## src/rtl/core_pkg.sv

```systemverilog
package core_pkg;

    localparam int xlen = 32;

    // x0 is included in the count.
    localparam int gpr_count = 32;

    localparam logic [xlen-1:0] reset_pc = 32'h8000_0000;

    // size of one instruction, the default pc step and the link offset.
    localparam logic [xlen-1:0] inst_bytes = 32'd4;

    typedef enum logic [1:0] {no_func, add_s, xor_f} alu_func_t;

endpackage

```

## src/rtl/rv_isa_pkg.sv

```systemverilog
package rv_isa_pkg;

    // major opcodes of the supported RV32I subset.
    localparam logic [6:0] op_auipc  = 7'b0010111;
    localparam logic [6:0] op_jal    = 7'b1101111;
    localparam logic [6:0] op_jalr   = 7'b1100111;
    localparam logic [6:0] op_branch = 7'b1100011;
    localparam logic [6:0] op_store  = 7'b0100011;
    localparam logic [6:0] op_opimm  = 7'b0010011;
    localparam logic [6:0] op_op     = 7'b0110011;
    localparam logic [6:0] op_system = 7'b1110011;

    localparam logic [2:0] f3_jalr = 3'b000;
    localparam logic [2:0] f3_beq  = 3'b000;
    localparam logic [2:0] f3_sw   = 3'b010;
    localparam logic [2:0] f3_addi = 3'b000;
    localparam logic [2:0] f3_add  = 3'b000;
    localparam logic [6:0] f7_add  = 7'b0000000;
    localparam logic [11:0] f12_ebreak = 12'h001; // imm field of the system opcode.

    typedef enum logic [3:0] {inst_none, auipc, jal, jalr, beq, sw, addi, add, ebreak} inst_num_t;

    typedef enum logic [2:0] {fmt_none, r, i, s, b, u, j} inst_type_t;

    typedef struct packed {
        logic [6:0] funct7;
        logic [4:0] rs2;
        logic [4:0] rs1;
        logic [2:0] funct3;
        logic [4:0] rd;
        logic [6:0] opcode;
    } r_fmt_t;

    typedef struct packed {
        logic [11:0] imm_11_0;
        logic [4:0]  rs1;
        logic [2:0]  funct3;
        logic [4:0]  rd;
        logic [6:0]  opcode;
    } i_fmt_t;

    typedef struct packed {
        logic [6:0] imm_11_5;
        logic [4:0] rs2;
        logic [4:0] rs1;
        logic [2:0] funct3;
        logic [4:0] imm_4_0;
        logic [6:0] opcode;
    } s_fmt_t;

    // branch offsets are scrambled so the sign bit stays at bit 31.
    typedef struct packed {
        logic       imm_12;
        logic [5:0] imm_10_5;
        logic [4:0] rs2;
        logic [4:0] rs1;
        logic [2:0] funct3;
        logic [3:0] imm_4_1;
        logic       imm_11;
        logic [6:0] opcode;
    } b_fmt_t;

    typedef struct packed {
        logic [19:0] imm_31_12;
        logic [4:0]  rd;
        logic [6:0]  opcode;
    } u_fmt_t;

    typedef struct packed {
        logic       imm_20;
        logic [9:0] imm_10_1;
        logic       imm_11;
        logic [7:0] imm_19_12;
        logic [4:0] rd;
        logic [6:0] opcode;
    } j_fmt_t;

    typedef union packed {
        r_fmt_t r_view;
        i_fmt_t i_view;
        s_fmt_t s_view;
        b_fmt_t b_view;
        u_fmt_t u_view;
        j_fmt_t j_view;
    } inst_word_u;

endpackage
```

## src/rtl/rv_core.sv

```systemverilog
module rv_core
(
    input  logic                      clk,
    input  logic                      arst_n,
    input  logic [31:0]               inst,
    output logic [core_pkg::xlen-1:0] inst_addr,
    output logic                      mem_w_en,
    output logic [core_pkg::xlen-1:0] mem_w_addr,
    output logic [core_pkg::xlen-1:0] mem_w_data,
    output logic                      halted
);

    import core_pkg::*;
    import rv_isa_pkg::*;

    localparam int idx_w = $clog2(gpr_count);

    logic [xlen-1:0]  pc;
    logic [xlen-1:0]  pc_next;
    logic             pc_w_en;
    inst_num_t        inst_num;
    inst_type_t       inst_type;
    logic [idx_w-1:0] rs1;
    logic [idx_w-1:0] rs2;
    logic [idx_w-1:0] rd;
    logic [xlen-1:0]  imm;
    logic [xlen-1:0]  src1;
    logic [xlen-1:0]  src2;
    logic [xlen-1:0]  alu_a;
    logic [xlen-1:0]  alu_b;
    alu_func_t        alu_func;
    logic [xlen-1:0]  alu_result;
    logic             alu_eq;
    logic [xlen-1:0]  srd;
    logic             gpr_w_en;
    logic             exu_mem_w_en;

    always_ff @(posedge clk or negedge arst_n)
    begin
        if (!arst_n)
            pc <= reset_pc;
        else if (pc_w_en && !halted)
            pc <= pc_next;
    end

    // once set, only reset brings the core back.
    always_ff @(posedge clk or negedge arst_n)
    begin
        if (!arst_n)
            halted <= 1'b0;
        else if (inst_num == ebreak)
            halted <= 1'b1;
    end

    assign inst_addr = pc;
    assign mem_w_en  = exu_mem_w_en & ~halted;

    idu idu_i
    (
        .inst      (inst),
        .inst_num  (inst_num),
        .inst_type (inst_type),
        .rs1       (rs1),
        .rs2       (rs2),
        .rd        (rd),
        .imm       (imm)
    );

    gpr_file gpr_file_i
    (
        .clk    (clk),
        .arst_n (arst_n),
        .rs1    (rs1),
        .rs2    (rs2),
        .rd     (rd),
        .w_en   (gpr_w_en & ~halted),
        .w_data (srd),
        .src1   (src1),
        .src2   (src2)
    );

    alu alu_i
    (
        .a      (alu_a),
        .b      (alu_b),
        .func   (alu_func),
        .result (alu_result),
        .eq     (alu_eq)
    );

    exu exu_i
    (
        .inst_num   (inst_num),
        .inst_type  (inst_type),
        .imm        (imm),
        .pc         (pc),
        .src1       (src1),
        .src2       (src2),
        .alu_result (alu_result),
        .alu_eq     (alu_eq),
        .alu_a      (alu_a),
        .alu_b      (alu_b),
        .alu_func   (alu_func),
        .pc_next    (pc_next),
        .pc_w_en    (pc_w_en),
        .srd        (srd),
        .gpr_w_en   (gpr_w_en),
        .mem_w_en   (exu_mem_w_en),
        .mem_w_addr (mem_w_addr),
        .mem_w_data (mem_w_data)
    );

endmodule

```

## src/rtl/exu.sv

```systemverilog
module exu
(
    input  rv_isa_pkg::inst_num_t     inst_num,
    input  rv_isa_pkg::inst_type_t    inst_type,
    input  logic [core_pkg::xlen-1:0] imm,
    input  logic [core_pkg::xlen-1:0] pc,
    input  logic [core_pkg::xlen-1:0] src1,
    input  logic [core_pkg::xlen-1:0] src2,
    input  logic [core_pkg::xlen-1:0] alu_result,
    input  logic                      alu_eq,
    output logic [core_pkg::xlen-1:0] alu_a,
    output logic [core_pkg::xlen-1:0] alu_b,
    output core_pkg::alu_func_t       alu_func,
    output logic [core_pkg::xlen-1:0] pc_next,
    output logic                      pc_w_en,
    output logic [core_pkg::xlen-1:0] srd,
    output logic                      gpr_w_en,
    output logic                      mem_w_en,
    output logic [core_pkg::xlen-1:0] mem_w_addr,
    output logic [core_pkg::xlen-1:0] mem_w_data
);

    import core_pkg::*;
    import rv_isa_pkg::*;

    logic [xlen-1:0] pc_base;
    logic [xlen-1:0] pc_offset;
    logic [xlen-1:0] pc_sum;

    // the next pc has its own adder so the alu stays free for the link value.
    always_comb
    begin
        pc_base = (inst_num == jalr) ? src1 : pc;
        case (inst_num)
            jal, jalr: pc_offset = imm;
            beq:       pc_offset = alu_eq ? imm : inst_bytes;
            default:   pc_offset = inst_bytes;
        endcase
    end

    assign pc_sum  = pc_base + pc_offset;
    assign pc_next = (inst_num == jalr) ? {pc_sum[xlen-1:1], 1'b0} : pc_sum;

    always_comb
    begin
        case (inst_num)
            auipc:
            begin
                alu_a    = pc;
                alu_b    = imm;
                alu_func = add_s;
            end
            jal, jalr:
            begin
                alu_a    = pc; // link address.
                alu_b    = inst_bytes;
                alu_func = add_s;
            end
            beq:
            begin
                alu_a    = src1;
                alu_b    = src2;
                alu_func = xor_f;
            end
            sw, addi:
            begin
                alu_a    = src1;
                alu_b    = imm;
                alu_func = add_s;
            end
            add:
            begin
                alu_a    = src1;
                alu_b    = src2;
                alu_func = add_s;
            end
            default:
            begin
                alu_a    = '0;
                alu_b    = '0;
                alu_func = no_func;
            end
        endcase
    end

    assign pc_w_en  = (inst_type != fmt_none); // an unknown word stalls the pc.
    assign gpr_w_en = (inst_type inside {r, i, u, j});
    assign srd      = gpr_w_en ? alu_result : '0;

    assign mem_w_en   = (inst_type == s);
    assign mem_w_addr = alu_result;
    assign mem_w_data = src2;

endmodule

```

## src/rtl/alu.sv

```systemverilog
module alu
(
    input  logic [core_pkg::xlen-1:0] a,
    input  logic [core_pkg::xlen-1:0] b,
    input  core_pkg::alu_func_t       func,
    output logic [core_pkg::xlen-1:0] result,
    output logic                      eq
);

    import core_pkg::*;

    always_comb
    begin
        case (func)
            add_s:   result = a + b;
            xor_f:   result = a ^ b;
            default: result = '0;
        endcase
    end

    // with xor_f a zero result means both operands are equal.
    assign eq = (result == '0);

endmodule

```

## src/rtl/gpr_file.sv

```systemverilog
module gpr_file
(
    input  logic                                   clk,
    input  logic                                   arst_n,
    input  logic [$clog2(core_pkg::gpr_count)-1:0] rs1,
    input  logic [$clog2(core_pkg::gpr_count)-1:0] rs2,
    input  logic [$clog2(core_pkg::gpr_count)-1:0] rd,
    input  logic                                   w_en,
    input  logic [core_pkg::xlen-1:0]              w_data,
    output logic [core_pkg::xlen-1:0]              src1,
    output logic [core_pkg::xlen-1:0]              src2
);

    import core_pkg::*;

    // x0 has no storage.
    logic [xlen-1:0] regs [1:gpr_count-1];

    always_ff @(posedge clk or negedge arst_n)
    begin
        if (!arst_n)
        begin
            for (int k = 1; k < gpr_count; k++)
                regs[k] <= '0;
        end
        else if (w_en && rd != '0)
        begin
            regs[rd] <= w_data;
        end
    end

    assign src1 = (rs1 == '0) ? '0 : regs[rs1]; // x0 always reads as zero.
    assign src2 = (rs2 == '0) ? '0 : regs[rs2];

endmodule

```

## src/rtl/idu.sv

```systemverilog
module idu
(
    input  logic [31:0]                            inst,
    output rv_isa_pkg::inst_num_t                  inst_num,
    output rv_isa_pkg::inst_type_t                 inst_type,
    output logic [$clog2(core_pkg::gpr_count)-1:0] rs1,
    output logic [$clog2(core_pkg::gpr_count)-1:0] rs2,
    output logic [$clog2(core_pkg::gpr_count)-1:0] rd,
    output logic [core_pkg::xlen-1:0]              imm
);

    import rv_isa_pkg::*;
    import core_pkg::*;

    inst_word_u w;

    assign w = inst;

    // register fields sit at the same place in every format.
    assign rs1 = w.r_view.rs1;
    assign rs2 = w.r_view.rs2;
    assign rd  = w.r_view.rd;

    always_comb
    begin
        inst_num  = inst_none;
        inst_type = fmt_none;
        case (w.r_view.opcode)
            op_auipc:
            begin
                inst_num  = auipc;
                inst_type = u;
            end
            op_jal:
            begin
                inst_num  = jal;
                inst_type = j;
            end
            op_jalr:
            begin
                if (w.i_view.funct3 == f3_jalr)
                begin
                    inst_num  = jalr;
                    inst_type = i;
                end
            end
            op_branch:
            begin
                if (w.b_view.funct3 == f3_beq)
                begin
                    inst_num  = beq;
                    inst_type = b;
                end
            end
            op_store:
            begin
                if (w.s_view.funct3 == f3_sw)
                begin
                    inst_num  = sw;
                    inst_type = s;
                end
            end
            op_opimm:
            begin
                if (w.i_view.funct3 == f3_addi)
                begin
                    inst_num  = addi;
                    inst_type = i;
                end
            end
            op_op:
            begin
                if (w.r_view.funct3 == f3_add && w.r_view.funct7 == f7_add)
                begin
                    inst_num  = add;
                    inst_type = r;
                end
            end
            op_system:
            begin
                if (w.i_view.funct3 == 3'b000 && w.i_view.imm_11_0 == f12_ebreak &&
                    w.i_view.rs1 == '0 && w.i_view.rd == '0)
                begin
                    inst_num  = ebreak;
                    inst_type = i;
                end
            end
            default:
            begin
                inst_num  = inst_none;
                inst_type = fmt_none;
            end
        endcase
    end

    always_comb
    begin
        case (inst_type)
            i:       imm = {{(xlen-12){w.i_view.imm_11_0[11]}}, w.i_view.imm_11_0};
            s:       imm = {{(xlen-12){w.s_view.imm_11_5[6]}}, w.s_view.imm_11_5,
                            w.s_view.imm_4_0};
            b:       imm = {{(xlen-12){w.b_view.imm_12}}, w.b_view.imm_11,
                            w.b_view.imm_10_5, w.b_view.imm_4_1, 1'b0};
            u:       imm = {w.u_view.imm_31_12, 12'b0};
            j:       imm = {{(xlen-20){w.j_view.imm_20}}, w.j_view.imm_19_12,
                            w.j_view.imm_11, w.j_view.imm_10_1, 1'b0};
            default: imm = '0; // r format and unknown words carry no immediate.
        endcase
    end

endmodule

```

## config.mk

```make
export PLATFORM = sky130hd
export DESIGN_NAME = rv_core
export DESIGN_NICKNAME = d
export VERILOG_FILES = /design/src/rtl/core_pkg.sv /design/src/rtl/rv_isa_pkg.sv /design/src/rtl/rv_core.sv /design/src/rtl/exu.sv /design/src/rtl/alu.sv /design/src/rtl/gpr_file.sv /design/src/rtl/idu.sv
export SDC_FILE = /design/constraint.sdc
export NUM_CORES = 2
export LEC_CHECK = 0
export BUFFER_PORTS_ARGS = -buffer_cell sky130_fd_sc_hd__buf_2
export CAP_MARGIN = 20
export CORE_MARGIN = 5
export CORE_UTILIZATION = 64
export CTS_CLUSTER_SIZE = 24
export DETAILED_ROUTE_END_ITERATION = 16
export HOLD_SLACK_MARGIN = 0.05
export MAX_ROUTING_LAYER = met4
export PLACE_DENSITY = 0.79
export SYNTH_ARGS = -nofsm -noshare
export SYNTH_HDL_FRONTEND = slang
export SYNTH_SLANG_ARGS = --single-unit
```

## constraint.sdc

```tcl
create_clock -name clk -period 8.4 [get_ports clk]
set_input_delay 0.84 -clock clk [delete_from_list [all_inputs] [get_ports clk]]
set_output_delay 0.84 -clock clk [all_outputs]
set_load 0.02 [all_outputs]
```

==> metrics.md <==
| Metric | Value |
|---|---|
| CTS buffer count | between 100 and 150 |
| Crit path required time | about 9.1 ns |
| Max-slew headroom at the worst pin | 0.179 |
| Hold WS | 0.152 ns |
| Critical Path AT | approximately 8.9 ns |
| Worst setup path class | input pin to flip-flop |
| Root buffer cell | clkbuf_16 |
| Max-Cap Viols | 0 |
| Fmax | about 0.12 GHz |
| Die height | just over 300 um |
| IO buf count | 131 |
| Period Utilization, post-route | 0.980 |
| Core ar. | about 90000 um^2 |
| Number of synthesized flops with an enable pin | 0 |
| Most instantiated cells after synthesis | nand2_1 (1180), o21ai_0 (1144), dfrtp_1 (1024) |
| Syn. warnings | 0 |
| Via/cell ratio | 7.13 |
| DIE WIDTH | around 310 um |
| Initial antenna violation count | 15 |
| Post-DP HPWL | approximately 120 mm |
| Layout Nets | between 5000 and 6000 |
| Vias in the first global route | 49200 |
| Largest net degree at the start of global routing | between 150 and 200 |
| Outcome | finished clean |
| Synth area leader | dfrtp_1 |
| Std-Cell Rows | 110 |
| Post-Syn Area | ~57000 um^2 |
| Clock Latency Late Sink | ~0.74 ns |
| R2R depth | 37 |
| Placed cell count | 6663 |
| Drc violations | 0 |
| Clock Skews | 0.0488 ns |
| Sequential share of the synthesized area | 0.446 |
| RSZ-0062 raised after global routing | yes |
| Wire length per cell after detailed routing | 29.4 um |
| Worst min path class | input pin to asynchronous set/reset pin |
| Async SR Flop Fraction | 1.00 |
| CP Launch Type | input pin |
| Core Util, Final | 0.749 |
| Share of layout cells above drive strength 1 | 0.293 |
| CTS tree | built |
| Non-Filler Instances | 6902 |
| Cells after synthesis | around 5300 |
| Final Max Tran Viols | 0 |
| Max Buffers Root-to-Sink | 3 |
| Top post-synthesis cells by area | dfrtp_1 (45%), mux4_2 (22%), o21ai_0 (10%), nand2_1 (7.7%), clkbuf_1 (2.8%) |
| Crit-path max FO | 9 |
| Overflow after GRT | 0 |
| Vias | approximately 50000 |
| Post-route ant nets | 0 |
| Clk slew on worst S/H paths | about 0.06 ns |
| Post-Syn Area per Cell | around 11 um^2 |
| Drt first pass iters | 6 |
| Peak VDD IR | 0.000170 V |
| Crit path max-delay cell type | mux4_2 |
| Clk sinks | ~1000 |
| First-pass GRT wire length | 303 mm |
| Synth unique cells | 97 |
| CTS H-Tree Depth | 3 |
| Final WL | about 200 mm |
| Synth Register Bits | 1025 |
| Top FF cell, synth | dfrtp_1 |
| I/O pin cnt | ~130 |
| Starting density of the core | 0.641 |
| Total track usage | 0.437 |
| Final Hold Fails | 0 |
| Routability cong. | roughly 1.1 |
| Pwr per Cell Area | roughly 160 nW/um^2 |
| Initial drt markers | 7240 |
| Syn Nets | between 5000 and 6000 |
| Final Setup Violations | 0 |
| Worst-Margin Slew | between 1 and 1.5 ns |
| Total die area | 95900 um^2 |
| Post-synth top area share | 0.446 |
| Min cycle time layout | between 8 and 9 ns |
| Crit. End Element | flip-flop |
| Synth-to-Final Area Change | 16.7% |
| CP max stage delay | approximately 0.53 ns |
| Leak pwr | between 20 and 30 nW |
| Count leader, synth | nand2_1 |
sequential cells by signal, indices dropped and copies added (netlist names):
register and count:
gpr_file_i.regs 992, halted 1, inst_addr 32
worst paths after layout:
path,startpoint,to,slack [ns]
max in group asynchronous,arst_n,gpr_file_i.regs[62],6.36
hold / removal,arst_n,gpr_file_i.regs[484],0.15
hold reg to reg,gpr_file_i.regs[3],gpr_file_i.regs[3],0.50
setup / recovery,inst[15],inst_addr[31],0.17
setup reg to reg,gpr_file_i.regs[384],inst_addr[31],0.38
min in group clk,gpr_file_i.regs[3],gpr_file_i.regs[3],0.50
metal layers:
metal / wire length (um) / track usage / vias to the layer above
met1: 71800 / 0.573 / 24500
met3: 32100 / 0.162 / 959
li1: - / - / 20100
met4: 12400 / 0.208 / 0
met2: 86700 / 0.611 / 3694
met5: 0 / - / -
stage by stage:
step | power, mW | setup TNS (ns) | instance area (um^2) | worst slack (ns)
3_5_place_dp | 5.70 | -5.17 | 62800 | -0.865
5_1_grt | 10.7 | -0.217 | 67100 | -0.123
6_report | 10.5 | 0 | 67100 | 0.171
4_1_cts | 10.4 | 0 | 66400 | 0.0139
3_3_place_gp | 5.70 | -3.38 | 62800 | -0.706
2_1_floorplan | 5.37 | -0.0120 | 58000 | -0.0120
layout by cell type (no fill, tap or decap), drive strengths merged, types with 13 or more instances in the layout:
cell type and count:
nor2 91, a21o 24, clkinv 18, mux2 96
nand2b 69, mux4 574, a211oi 13, a22o 63
a21oi 90, nand2 1181, nor3 29, o21a 16
nand3 33, ha 66, o21ai 1156, mux2i 34
xor2 17, diode 20, clkbuf 158, buf 692
dfrtp 1024, inv 34
area by class of cell:
class                           instances  area [um^2]
Tap cell                             1176         1470
Sequential cell                      1025        25700
Inverter                               28          105
Clock buffer                          155         3030
Antenna cell                           20         50.0
Multi-Input combinational cell       3768        30600
Clock inverter                         35          469
Timing Repair Buffer                  695         5740
Fill cell                            5686        22500
critical path: cells and delay by family:
kind,cells,cell delay (ns)
compound gates,16,2.83
simple gates,9,1.58
buf+inv,8,1.28
mux,3,1.18
fa+ha+maj,3,0.87
xor+xnor,1,0.27
power breakdown:
part	internal, mW	switching, mW
combinational	0.260	0.433
clock	2.72	2.10
sequential	4.94	0.0101
total	7.92	2.54
timing repair:
action / 4_1_cts / 5_1_grt
gates resized for setup: 4 / 67
setup endpoints to repair: 2 / 10
hold buffers: 0 / 0
cloned: 0 / 2
buffers inserted: 0 / 20
hold endpoints to repair: 0 / 0
pin swaps: 2 / 29
cells by family (layout without fill, tap and decap cells):
family | count (synthesis) | count (layout) | synth area share
fa+ha+maj | 68 | 68 | 0.0151
other cells | 0 | 20 | 0
mux | 704 | 704 | 0.250
xor+xnor | 29 | 29 | 0.00442
flops | 1025 | 1025 | 0.446
buf+inv | 530 | 913 | 0.0349
compound gates | 1464 | 1464 | 0.141
simple gates | 1503 | 1503 | 0.109
(Power assumes the default switching activity.)
